--- src/xy_pkg.sv ---
package xy_pkg;

  // raw converter code, full 10 bit range
  typedef logic [9:0] adc_t;

  // framebuffer position, room for widths up to 1024
  typedef logic [9:0] coord_t;

  // one color channel on the vga connector
  typedef logic [3:0] color_t;

  typedef struct packed {
    color_t red;
    color_t grn;
    color_t blu;
  } pixel_t;

  // one point as it comes off the adc pins
  typedef struct packed {
    adc_t x;
    adc_t y;
    logic red;
    logic grn;
    logic blu;
  } adc_sample_t;

  // one framebuffer write
  typedef struct packed {
    coord_t x;
    coord_t y;
    pixel_t color;
  } plot_t;

  // write source selection after reset
  typedef enum logic [1:0] {
    clearing,
    settling,
    plotting
  } arb_state_t;

endpackage

--- src/adc_xy_capture.sv ---
`timescale 1ns/1ps

module adc_xy_capture
  import xy_pkg::*;
(
  input  logic        clk,
  input  logic        reset,

  // adc pins
  input  logic        adc_strobe,
  input  adc_t        adc_x,
  input  adc_t        adc_y,
  input  logic        adc_red,
  input  logic        adc_grn,
  input  logic        adc_blu,

  // sample stream
  output adc_sample_t sample,
  output logic        valid,
  input  logic        ready
);

  // sample register, loaded on every strobe
  // an untaken sample is simply replaced by the newer one
  always_ff @(posedge clk) begin
    if (adc_strobe) begin
      sample.x   <= adc_x;
      sample.y   <= adc_y;
      sample.red <= adc_red;
      sample.grn <= adc_grn;
      sample.blu <= adc_blu;
    end
  end

  // a strobe in the transfer cycle keeps valid up for the new sample
  always_ff @(posedge clk) begin
    if (reset) begin
      valid <= 1'b0;
    end else if (adc_strobe) begin
      valid <= 1'b1;
    end else if (ready) begin
      valid <= 1'b0;
    end
  end

endmodule

--- src/xy_scale.sv ---
`timescale 1ns/1ps

module xy_scale
  import xy_pkg::*;
#(
  parameter int H_VISIBLE = 16,
  parameter int V_VISIBLE = 12,
  parameter int ADC_SHIFT = 6
) (
  input  logic        clk,
  input  logic        reset,

  input  adc_sample_t in_sample,
  input  logic        in_valid,
  output logic        in_ready,

  output plot_t       out_plot,
  output logic        out_valid,
  input  logic        out_ready
);

  coord_t scaled_x;
  coord_t scaled_y;
  logic   on_screen;
  plot_t  next_plot;

  assign scaled_x  = coord_t'(in_sample.x >> ADC_SHIFT);
  assign scaled_y  = coord_t'(in_sample.y >> ADC_SHIFT);
  assign on_screen = (scaled_x < H_VISIBLE) && (scaled_y < V_VISIBLE);

  // each flag drives a whole channel, off or full scale
  assign next_plot.x         = scaled_x;
  assign next_plot.y         = scaled_y;
  assign next_plot.color.red = {$bits(color_t){in_sample.red}};
  assign next_plot.color.grn = {$bits(color_t){in_sample.grn}};
  assign next_plot.color.blu = {$bits(color_t){in_sample.blu}};

  // accept when empty or draining this cycle
  assign in_ready = !out_valid || out_ready;

  // off-screen points are taken but never shown downstream
  always_ff @(posedge clk) begin
    if (reset) begin
      out_valid <= 1'b0;
    end else if (in_ready) begin
      out_valid <= in_valid && on_screen;
    end
  end

  always_ff @(posedge clk) begin
    if (in_ready && in_valid) begin
      out_plot <= next_plot;
    end
  end

  // held point must not move while the consumer stalls
  assert property (@(posedge clk) disable iff (reset)
    out_valid && !out_ready |=> out_valid && $stable(out_plot));

endmodule

--- src/fb_clear.sv ---
`timescale 1ns/1ps

module fb_clear
  import xy_pkg::*;
#(
  parameter int     H_VISIBLE   = 16,
  parameter int     V_VISIBLE   = 12,
  parameter pixel_t CLEAR_COLOR = '0
) (
  input  logic  clk,
  input  logic  reset,

  output plot_t plot,
  output logic  valid,
  input  logic  ready,
  output logic  last
);

  coord_t x_cnt;
  coord_t y_cnt;
  logic   done;
  logic   at_line_end;
  logic   at_end;

  assign at_line_end = (x_cnt == coord_t'(H_VISIBLE - 1));
  assign at_end      = at_line_end && (y_cnt == coord_t'(V_VISIBLE - 1));

  assign plot.x     = x_cnt;
  assign plot.y     = y_cnt;
  assign plot.color = CLEAR_COLOR;
  assign valid      = !done;
  assign last       = valid && at_end;

  // raster order, x first, one pass per reset
  always_ff @(posedge clk) begin
    if (reset) begin
      x_cnt <= '0;
      y_cnt <= '0;
      done  <= 1'b0;
    end else if (valid && ready) begin
      if (at_end) begin
        done <= 1'b1;
      end else if (at_line_end) begin
        x_cnt <= '0;
        y_cnt <= y_cnt + 1'b1;
      end else begin
        x_cnt <= x_cnt + 1'b1;
      end
    end
  end

endmodule

--- src/plot_arbiter.sv ---
`timescale 1ns/1ps

module plot_arbiter
  import xy_pkg::*;
#(
  parameter int SETTLE_CYCLES = 8
) (
  input  logic  clk,
  input  logic  reset,

  // background sweep
  input  plot_t clr_plot,
  input  logic  clr_valid,
  output logic  clr_ready,
  input  logic  clr_last,

  // scaled adc points
  input  plot_t adc_plot,
  input  logic  adc_valid,
  output logic  adc_ready,

  // to the framebuffer
  output plot_t plot,
  output logic  valid,
  input  logic  ready
);

  localparam int CNT_W = $clog2(SETTLE_CYCLES + 1);

  arb_state_t       state;
  logic [CNT_W-1:0] settle_cnt;

  always_comb begin
    plot      = clr_plot;
    valid     = 1'b0;
    clr_ready = 1'b0;
    adc_ready = 1'b0;
    case (state)
      clearing: begin
        valid     = clr_valid;
        clr_ready = ready;
      end
      plotting: begin
        plot      = adc_plot;
        valid     = adc_valid;
        adc_ready = ready;
      end
      default: begin
        // settling, both inputs stalled
      end
    endcase
  end

  always_ff @(posedge clk) begin
    if (reset) begin
      state      <= clearing;
      settle_cnt <= '0;
    end else begin
      case (state)
        clearing: begin
          if (clr_valid && ready && clr_last) begin
            state      <= settling;
            settle_cnt <= '0;
          end
        end
        settling: begin
          if (settle_cnt == CNT_W'(SETTLE_CYCLES - 1)) begin
            state <= plotting;
          end else begin
            settle_cnt <= settle_cnt + 1'b1;
          end
        end
        default: begin
          // plotting until the next reset
        end
      endcase
    end
  end

  // full settle gap with nothing sent after the final clear pixel
  assert property (@(posedge clk) disable iff (reset)
    clr_valid && clr_ready && clr_last |=> !valid [*SETTLE_CYCLES]);

endmodule

--- src/vga_timing.sv ---
`timescale 1ns/1ps

module vga_timing
  import xy_pkg::*;
#(
  parameter int H_VISIBLE     = 16,
  parameter int H_FRONT_PORCH = 2,
  parameter int H_SYNC_PULSE  = 3,
  parameter int H_BACK_PORCH  = 3,
  parameter int V_VISIBLE     = 12,
  parameter int V_FRONT_PORCH = 1,
  parameter int V_SYNC_PULSE  = 2,
  parameter int V_BACK_PORCH  = 1
) (
  input  logic   clk,
  input  logic   reset,

  output coord_t scan_x,
  output coord_t scan_y,
  output logic   visible,
  output logic   hsync,
  output logic   vsync
);

  localparam int H_TOTAL      = H_VISIBLE + H_FRONT_PORCH + H_SYNC_PULSE + H_BACK_PORCH;
  localparam int V_TOTAL      = V_VISIBLE + V_FRONT_PORCH + V_SYNC_PULSE + V_BACK_PORCH;
  localparam int H_SYNC_START = H_VISIBLE + H_FRONT_PORCH;
  localparam int H_SYNC_END   = H_SYNC_START + H_SYNC_PULSE;
  localparam int V_SYNC_START = V_VISIBLE + V_FRONT_PORCH;
  localparam int V_SYNC_END   = V_SYNC_START + V_SYNC_PULSE;

  // both totals have to fit the 10 bit counters
  coord_t h_cnt;
  coord_t v_cnt;
  logic   line_end;

  assign line_end = (h_cnt == coord_t'(H_TOTAL - 1));

  always_ff @(posedge clk) begin
    if (reset) begin
      h_cnt <= '0;
      v_cnt <= '0;
    end else if (line_end) begin
      h_cnt <= '0;
      if (v_cnt == coord_t'(V_TOTAL - 1)) begin
        v_cnt <= '0;
      end else begin
        v_cnt <= v_cnt + 1'b1;
      end
    end else begin
      h_cnt <= h_cnt + 1'b1;
    end
  end

  // all outputs one cycle behind the counters, so they line up
  always_ff @(posedge clk) begin
    if (reset) begin
      scan_x  <= '0;
      scan_y  <= '0;
      visible <= 1'b0;
      hsync   <= 1'b1;
      vsync   <= 1'b1;
    end else begin
      scan_x  <= h_cnt;
      scan_y  <= v_cnt;
      visible <= (h_cnt < H_VISIBLE) && (v_cnt < V_VISIBLE);
      // syncs are active low
      hsync   <= !((h_cnt >= H_SYNC_START) && (h_cnt < H_SYNC_END));
      vsync   <= !((v_cnt >= V_SYNC_START) && (v_cnt < V_SYNC_END));
    end
  end

endmodule

--- src/fb_mem.sv ---
`timescale 1ns/1ps

module fb_mem
  import xy_pkg::*;
#(
  parameter int H_VISIBLE = 16,
  parameter int V_VISIBLE = 12
) (
  input  logic   clk,
  input  logic   reset,

  // write stream
  input  plot_t  plot,
  input  logic   valid,
  output logic   ready,

  // scan side from the timing generator
  input  coord_t scan_x,
  input  coord_t scan_y,
  input  logic   visible,
  input  logic   hsync_in,
  input  logic   vsync_in,

  output color_t vga_red,
  output color_t vga_grn,
  output color_t vga_blu,
  output logic   vga_hsync,
  output logic   vga_vsync
);

  localparam int DEPTH  = H_VISIBLE * V_VISIBLE;
  localparam int ADDR_W = $clog2(DEPTH);

  pixel_t            mem [DEPTH];
  pixel_t            rd_pix;
  coord_t            addr_x;
  coord_t            addr_y;
  logic [ADDR_W-1:0] addr;
  logic              vis_q;

  // video owns the port during active area
  assign ready  = !visible;
  assign addr_x = visible ? scan_x : plot.x;
  assign addr_y = visible ? scan_y : plot.y;
  assign addr   = ADDR_W'(addr_y * H_VISIBLE + addr_x);

  always_ff @(posedge clk) begin
    if (visible) begin
      rd_pix <= mem[addr];
    end else if (valid) begin
      mem[addr] <= plot.color;
    end
  end

  // delay syncs to match the read latency
  always_ff @(posedge clk) begin
    if (reset) begin
      vis_q     <= 1'b0;
      vga_hsync <= 1'b1;
      vga_vsync <= 1'b1;
    end else begin
      vis_q     <= visible;
      vga_hsync <= hsync_in;
      vga_vsync <= vsync_in;
    end
  end

  // blank outside the active area
  assign vga_red = vis_q ? rd_pix.red : '0;
  assign vga_grn = vis_q ? rd_pix.grn : '0;
  assign vga_blu = vis_q ? rd_pix.blu : '0;

  // upstream clipping must keep every write inside the array
  assert property (@(posedge clk) disable iff (reset)
    valid && ready |-> !visible && plot.x < H_VISIBLE && plot.y < V_VISIBLE);

endmodule

--- src/adc_xy_vga.sv ---
`timescale 1ns/1ps

module adc_xy_vga
  import xy_pkg::*;
#(
  parameter int     H_VISIBLE     = 16,
  parameter int     H_FRONT_PORCH = 2,
  parameter int     H_SYNC_PULSE  = 3,
  parameter int     H_BACK_PORCH  = 3,
  parameter int     V_VISIBLE     = 12,
  parameter int     V_FRONT_PORCH = 1,
  parameter int     V_SYNC_PULSE  = 2,
  parameter int     V_BACK_PORCH  = 1,
  parameter int     ADC_SHIFT     = 6,
  parameter int     SETTLE_CYCLES = 8,
  parameter pixel_t CLEAR_COLOR   = '0
) (
  input  logic   clk,
  input  logic   reset,

  input  logic   adc_strobe,
  input  adc_t   adc_x,
  input  adc_t   adc_y,
  input  logic   adc_red,
  input  logic   adc_grn,
  input  logic   adc_blu,

  output color_t vga_red,
  output color_t vga_grn,
  output color_t vga_blu,
  output logic   vga_hsync,
  output logic   vga_vsync
);

  // capture to scale
  adc_sample_t cap_sample;
  logic        cap_valid;
  logic        cap_ready;

  // scale to arbiter
  plot_t       scl_plot;
  logic        scl_valid;
  logic        scl_ready;

  // clear to arbiter
  plot_t       clr_plot;
  logic        clr_valid;
  logic        clr_ready;
  logic        clr_last;

  // arbiter to framebuffer
  plot_t       fb_plot;
  logic        fb_valid;
  logic        fb_ready;

  // scan side
  coord_t      scan_x;
  coord_t      scan_y;
  logic        visible;
  logic        hsync;
  logic        vsync;

  adc_xy_capture capture_i (
    .clk        (clk),
    .reset      (reset),
    .adc_strobe (adc_strobe),
    .adc_x      (adc_x),
    .adc_y      (adc_y),
    .adc_red    (adc_red),
    .adc_grn    (adc_grn),
    .adc_blu    (adc_blu),
    .sample     (cap_sample),
    .valid      (cap_valid),
    .ready      (cap_ready)
  );

  xy_scale #(
    .H_VISIBLE (H_VISIBLE),
    .V_VISIBLE (V_VISIBLE),
    .ADC_SHIFT (ADC_SHIFT)
  ) scale_i (
    .clk       (clk),
    .reset     (reset),
    .in_sample (cap_sample),
    .in_valid  (cap_valid),
    .in_ready  (cap_ready),
    .out_plot  (scl_plot),
    .out_valid (scl_valid),
    .out_ready (scl_ready)
  );

  fb_clear #(
    .H_VISIBLE   (H_VISIBLE),
    .V_VISIBLE   (V_VISIBLE),
    .CLEAR_COLOR (CLEAR_COLOR)
  ) clear_i (
    .clk   (clk),
    .reset (reset),
    .plot  (clr_plot),
    .valid (clr_valid),
    .ready (clr_ready),
    .last  (clr_last)
  );

  plot_arbiter #(
    .SETTLE_CYCLES (SETTLE_CYCLES)
  ) arbiter_i (
    .clk       (clk),
    .reset     (reset),
    .clr_plot  (clr_plot),
    .clr_valid (clr_valid),
    .clr_ready (clr_ready),
    .clr_last  (clr_last),
    .adc_plot  (scl_plot),
    .adc_valid (scl_valid),
    .adc_ready (scl_ready),
    .plot      (fb_plot),
    .valid     (fb_valid),
    .ready     (fb_ready)
  );

  vga_timing #(
    .H_VISIBLE     (H_VISIBLE),
    .H_FRONT_PORCH (H_FRONT_PORCH),
    .H_SYNC_PULSE  (H_SYNC_PULSE),
    .H_BACK_PORCH  (H_BACK_PORCH),
    .V_VISIBLE     (V_VISIBLE),
    .V_FRONT_PORCH (V_FRONT_PORCH),
    .V_SYNC_PULSE  (V_SYNC_PULSE),
    .V_BACK_PORCH  (V_BACK_PORCH)
  ) timing_i (
    .clk     (clk),
    .reset   (reset),
    .scan_x  (scan_x),
    .scan_y  (scan_y),
    .visible (visible),
    .hsync   (hsync),
    .vsync   (vsync)
  );

  fb_mem #(
    .H_VISIBLE (H_VISIBLE),
    .V_VISIBLE (V_VISIBLE)
  ) mem_i (
    .clk       (clk),
    .reset     (reset),
    .plot      (fb_plot),
    .valid     (fb_valid),
    .ready     (fb_ready),
    .scan_x    (scan_x),
    .scan_y    (scan_y),
    .visible   (visible),
    .hsync_in  (hsync),
    .vsync_in  (vsync),
    .vga_red   (vga_red),
    .vga_grn   (vga_grn),
    .vga_blu   (vga_blu),
    .vga_hsync (vga_hsync),
    .vga_vsync (vga_vsync)
  );

endmodule

--- config.mk ---
export PLATFORM = sky130hd
export DESIGN_NAME = adc_xy_vga
export DESIGN_NICKNAME = d
export VERILOG_FILES = /design/src/xy_pkg.sv /design/src/adc_xy_capture.sv /design/src/xy_scale.sv /design/src/fb_clear.sv /design/src/plot_arbiter.sv /design/src/vga_timing.sv /design/src/fb_mem.sv /design/src/adc_xy_vga.sv
export SDC_FILE = /design/constraint.sdc
export NUM_CORES = 1
export LEC_CHECK = 0
export BUFFER_PORTS_ARGS = -buffer_cell sky130_fd_sc_hd__clkbuf_2
export CORE_MARGIN = 2
export CORE_UTILIZATION = 40
export DETAILED_ROUTE_END_ITERATION = 7
export REMOVE_ABC_BUFFERS = 1
export SETUP_SLACK_MARGIN = 0.4
export SLEW_MARGIN = 10
export SYNTH_ARGS = -nofsm -noshare
export SYNTH_HDL_FRONTEND = slang
export SYNTH_SLANG_ARGS = --single-unit
--- constraint.sdc ---
create_clock -name clk -period 5.65 [get_ports clk]
set_clock_uncertainty 0.1 [all_clocks]
set_input_delay 1.13 -clock clk [delete_from_list [all_inputs] [get_ports clk]]
set_output_delay 1.13 -clock clk [all_outputs]
set_load 0.005 [all_outputs]
==> results.md, run 1 <==
- Antenna Violating Nets Remaining: 0
- CTS max path bufs: 3
- Nets: 2288
- Synth Instances: 2208
- Max Cap Viol: 0
- Non-Filler Instances: 3184
- TritonCTS Buffers: 70
- Worst slew pin tran: 1.202 ns
- RSZ-0062 raised after global routing: no
- Post-Route WL: 77580 um
- Cells after DPL: 3059
- CTS H-tree depth: 3
- Num ports: 40
- Area Growth Syn to Fin: 12.46%
- Worst setup margin: 0.9823 ns
- Flop pwr share: 51.1%
- DR WL/cell: 24.36 um
- CTS hold repair buffers: 0
- Setup violators final: 0
- Synth cell count leaders: edfxtp_1, nand2_1, nor2_1
- Worst-path clk slew: 0.06 ns
- Post-route DRC violation count: 0
- Die height: 266.8 um
- Lkg Pwr: 0.01022 uW
- Root buffer cell: clkbuf_16
- Total power: 10470 uW
- GRT overflow: 0
- Post-CTS resize count: 0
- Clk pwr share: 42.5%
- Vias: 18320
- Clk_lat worst skew: 0.61 ns
- Cell taking the most area after synthesis: edfxtp_1
- Horiz. Die Dim: 266.8 um
- Async set-reset flop share out of synthesis: 0%
- Sw Pwr: 2373 uW
- Post-synthesis register bit count: 668
- Drt pass-1 iters: 6
- CP required: 5.87 ns
- Row count: 96
- Synth area leaders: edfxtp_1, nand2_1, dfxtp_1, nor2_1, nand3_1
- Die area: 71200 um2
- Buffers on Ports: 27
- Finished Cell Area: 31070 um2
- Area fraction of the dominant cell type after synthesis: 65.31%
- Fin crit share: 82.62%
- Switching share of power: 22.68%
- Pwr/cell area: 336.8 nW/um2
- Total Routing Usage GR: 21.71%
- Pre-CTS WS: 1.069 ns
- Post-synthesis sequential area ratio: 70.17%
- Detailed Place HPWL: 47990 um
- Int Pwr: 8094 uW
- Post-CTS Setup Inserts: 0
- Achievable Freq: 214.2 MHz
- GP Congestion: 0.8528
- CTS Sinks: 668
- Antenna Cells: 0
- Post-synth cell types: 77
- First-pass GRT wire length: 115200 um
- Placed cell areas: 28890 um2
- Vias in the first global route: 17880
- Worst min-delay path class: reg2reg
- Slew Viols, Final: 0
- Setup Crit Path Kind: reg2reg
- Period minus WS final: 4.668 ns
- Synth warn: 0
- EDFF count, synth: 601
- Ys flop type: edfxtp_1
- Synthesized cell area: 27630 um2
- Routed vias/inst: 5.755
- Core Area: 68470 um2
- Crit end category: register
- Slew HR: 19.66%
- Mapped Avg Cell Area: 12.51 um2
- CTS tree: built
- Logic pwr share: 6.4%
- Critical Path Fanout Max: 31
- Starting density of the core: 40.36%
- Arrival @ worst endpoint: 4.89 ns
- Startpoint Class: register
- Antenna violations before repair: 3
- Fraction of layout cells with a size suffix above 1: 11.38%
- Number of DRC markers in iteration 0: 2297
- Largest net degree at the start of global routing: 193
- Status: completed
- Top-count cell post-synth: edfxtp_1
- VDD IR max: 0.2140 mV
- Hold Fails Final Rpt: 0
final timing paths:
path	cells after the start	start	slack (ns)	to
max	11	timing_i.visible	0.98	mem_i.rd_pix[7]
max reg2reg	11	timing_i.visible	0.98	mem_i.rd_pix[7]
min reg2reg	0	capture_i.sample[22]	0.31	scale_i.out_plot[25]
min	0	capture_i.sample[22]	0.31	scale_i.out_plot[25]
cells by family after synthesis:
group	share of synthesized area, %
multiplexers	3.650
XOR/XNOR	1.141
flip-flops	70.17
AND/OR/NAND/NOR	16.23
buffers and inverters	2.911
adder cells (fa/ha/maj)	0.6158
AO/OA/AOI/OAI	5.284
through the flow:
step	TNS (ns)	utilization [%]	hold WS [ns]
global route	0	45.39	0.3297
detailed placement	0	42.20	0.3045
finish	0	45.39	0.3125
CTS	0	45.39	0.3089
floorplan	-996.25	-	0.2895
global placement	0	42.20	0.3074
critical path, cell delays in order (launching register included):
cell,delay (ns)
dfxtp_1,0.97
buf_4,0.32
nor4b_2,0.10
a211o_4,0.52
nand3_1,0.75
buf_4,0.29
o21bai_1,0.09
nor4_1,0.46
a21boi_0,0.28
nor3_1,0.09
o21ai_0,0.22
nand4_1,0.16
per-layer routing:
metal | up-vias | track usage (%) | share of wire [%]
met5 | - | 0 | 0.023
met4 | 2 | 7.470 | 3.1
met3 | 145 | 3.958 | 9.6
met2 | 843 | 34.27 | 46
met1 | 9227 | 30.24 | 41
li1 | 8107 | - | -
registers in the layout (all words and copies together) (netlist names):
register and count:
clear_i.x_cnt 10, scale_i.out_plot 11, mem_i.rd_pix 3, arbiter_i.settle_cnt 4, timing_i.hsync 1, timing_i.scan_x 8
timing_i.vsync 1, mem_i.vga_hsync 1, clear_i.y_cnt 10, timing_i.h_cnt 10, capture_i.valid 1, timing_i.visible 1
timing_i.scan_y 4, capture_i.sample 11, mem_i.vga_vsync 1, mem_i.mem 576, timing_i.v_cnt 10, mem_i.vis_q 1
scale_i.out_valid 1, arbiter_i.state 2, clear_i.done 1
layout by cell type (no fill, tap or decap), types with 15 or more instances in the layout:
| cell | synthesis | routed |
|---|---|---|
| clkbuf_1 | 42 | 15 |
| a31oi_1 | 34 | 34 |
| nand2_1 | 462 | 462 |
| a21oi_1 | 64 | 64 |
| clkbuf_2 | 0 | 27 |
| nor2_1 | 273 | 272 |
| mux2i_1 | 67 | 67 |
| and3_1 | 21 | 21 |
| nand3_1 | 145 | 145 |
| nand4_1 | 41 | 41 |
| edfxtp_1 | 601 | 601 |
| clkbuf_16 | 0 | 72 |
| o21ai_0 | 31 | 31 |
| xor2_1 | 30 | 30 |
| dfxtp_1 | 67 | 67 |
| clkinv_2 | 0 | 15 |
| buf_4 | 29 | 79 |
power by group through the flow:
| stage | Combinational (uW) | Sequential (uW) | Clock (uW) |
|---|---|---|---|
| finish | 672 | 5350 | 4450 |
| global route | 718 | 5350 | 4670 |
| CTS | 664 | 5350 | 4490 |
| detailed placement | 661 | 5460 | 0 |
| global placement | 661 | 5450 | 0 |
| floorplan | 453 | 5450 | 0 |
final cells by class:
type,count,area (um2)
fill,6177,37390
sequential,668,19390
multi-input combinational,1387,7496
clock buffer,89,1886
tap,882,1104
timing repair buffer,113,868.3
clock inverter,36,299.0
inverter,9,33.78
Power figures use the tool's default switching activity.
==> run 2: changes to the inputs <==
- clock period: 5.65 -> 4.2 ns (I/O delays scaled with it)
==> run 2 against run 1 <==
Setup slack got worse by 0.53 ns. Sequential share of layout area fell by 1.8 points. Final cell count up 2.2%. Power up 37%. Maximum frequency increased by 24%. First-iteration DRC count down 14%. Register-to-register slack worse by 0.53 ns. Hold slack improved by 0.0031 ns. Critical path type unchanged. Global-route usage increased by 0.27 points. Cell area is 3.0% higher.
==> results.md, run 2 (synthesis gave the netlist of run 1 again) <==
- Status: completed
- Logic pwr share: 7.0%
- Non-Filler Instances: 3254
- Flop pwr share: 50.3%
- Top reg by flops: mem_i.mem
- Worst Hold Depth: 1
- Startpoint Class: register
- RSZ-0062 raised after global routing: yes
- Detailed Place HPWL: 50690 um
- Hold slack: 0.3156 ns
- Switching share of power: 22.54%
- Fin crit share: 89.32%
- Drt pass-1 iters: 7
- Horiz. Die Dim: 266.8 um
- Worst min-delay path class: in2reg
- Slew Viols, Final: 0
- Most frequent cells in the layout: edfxtp_1, nand2_1, nor2_1
- CTS H-tree depth: 3
- First-pass GRT wire length: 115300 um
- Buffers on Ports: 27
- Clk pwr share: 42.7%
- Most common cell after layout, fill and taps aside: edfxtp_1
- Int Pwr: 11080 uW
- Pwr/cell area: 446.9 nW/um2
- Achievable Freq: 266.6 MHz
- Num ports: 40
- Hold Fails Final Rpt: 0
- Arrival @ worst endpoint: 3.97 ns
- CP required: 4.42 ns
- Nets: 2357
- CTS max path bufs: 3
- Starting density of the core: 40.36%
- Top flop regs: mem_i.mem x576, capture_i.sample x11, scale_i.out_plot x11
- TritonCTS Buffers: 72
- Core Area: 68470 um2
- Reg2Reg Depth: 11
- Crit end category: register
- Reg-to-Reg Start: arbiter_i.state[0]
- Root buffer cell: clkbuf_16
- Row count: 96
- Period minus WS final: 3.752 ns
- Lkg Pwr: 0.01068 uW
- Worst-path clk slew: 0.06 ns
- VDD IR max: 0.3492 mV
- Die area: 71200 um2
- Number of DRC markers in iteration 0: 1965
- Sw Pwr: 3225 uW
- GRT overflow: 0
- Vias: 18550
- Fraction of layout cells with a size suffix above 1: 15.09%
- CP startpoint: arbiter_i.state[0]
- Antenna Violating Nets Remaining: 0
- Vias in the first global route: 18120
- Slew HR: 32.37%
- Max FFs per register: 576
- Setup violators final: 0
- Placed cell areas: 29480 um2
- GP Congestion: 0.8941
- Hold path start: adc_x[6]
- Routed vias/inst: 5.701
- Largest net degree at the start of global routing: 97
- Area Growth Syn to Fin: 15.88%
- Antenna Cells: 0
- Clk_lat worst skew: 0.60 ns
- CTS hold repair buffers: 0
- Post-Route WL: 78270 um
- Pre-CTS WS: 0.06533 ns
- Post-route DRC violation count: 0
- Critical Path Fanout Max: 12
- Setup Crit Path Kind: reg2reg
- Finished Cell Area: 32020 um2
- Total Routing Usage GR: 21.99%
- Total power: 14310 uW
- CTS tree: built
- Die height: 266.8 um
- Max Cap Viol: 0
- Worst setup margin: 0.4485 ns
- DR WL/cell: 24.05 um
- CTS Sinks: 668
- Worst slew pin tran: 1.013 ns
- Antenna violations before repair: 1
- Cells after DPL: 3113
==> run 2: cell types whose count changed in the layout (fill, tap and decap cells not counted), moves of 3 or more <==
cell	change
nor2_2	+7
clkbuf_16	+3
nand2_2	+10
buf_4	+45
clkinv_2	-3
nor2_1	-7
nand2_1	-10
buf_12	+19
clkinv_1	+5
==> run 2: power groups by stage <==
stage / clock network [uW] / logic (uW) / registers (uW)
after global routing: 6440 / 1070 / 7190
after floorplan: 0 / 609 / 7330
after detailed placement: 0 / 966 / 7330
after CTS: 6180 / 971 / 7190
final: 6110 / 1010 / 7190
after global placement: 0 / 962 / 7330
==> run 2: area by class of cell <==
type	instances	area, um2
tap	882	1104
multi-input combinational	1388	7635
sequential	668	19390
clock buffer	93	1974
timing repair buffer	179	1609
clock inverter	35	277.8
fill	6114	36440
inverter	9	33.78
==> run 2: metrics by stage <==
stage / TNS (ns) / utilization [%]
2_1_floorplan: -1853.68 / -
3_3_place_gp: 0 / 43.05
3_5_place_dp: 0 / 43.05
4_1_cts: 0 / 46.41
5_1_grt: 0 / 46.77
6_report: 0 / 46.77
==> run 2: worst max-delay path, cell delays in order, from the launching register on <==
cell       delay [ns]
dfxtp_1          0.33
buf_4            0.18
or4b_1           0.59
o311a_2          0.34
nand3_2          0.30
buf_4            0.27
a21oi_1          0.09
nor4_2           0.35
a311o_1          0.22
o211ai_1         0.09
a31oi_1          0.38
o2bb2ai_1        0.20
==> run 2: worst paths after layout <==
check | end | slack [ns]
max | mem_i.rd_pix[3] | 0.45
min | capture_i.sample[19] | 0.32
max reg2reg | mem_i.rd_pix[3] | 0.45
min reg2reg | scale_i.out_plot[12] | 0.32
==> run 2: per-layer routing <==
metal  GRT usage [%]  wire length (um)
met4           9.687              3149
met1           29.44             31690
met3           5.194              7652
met5               0                 0
met2           34.18             35780
==> run 2: repair_timing <==
action                                 CTS  global route
gates resized for setup                  9            31
pin swaps                                1             6
setup endpoints to repair              344           317
cloned                                   0             1
buffers inserted                         2            10
endpoints found under the hold margin    0             0
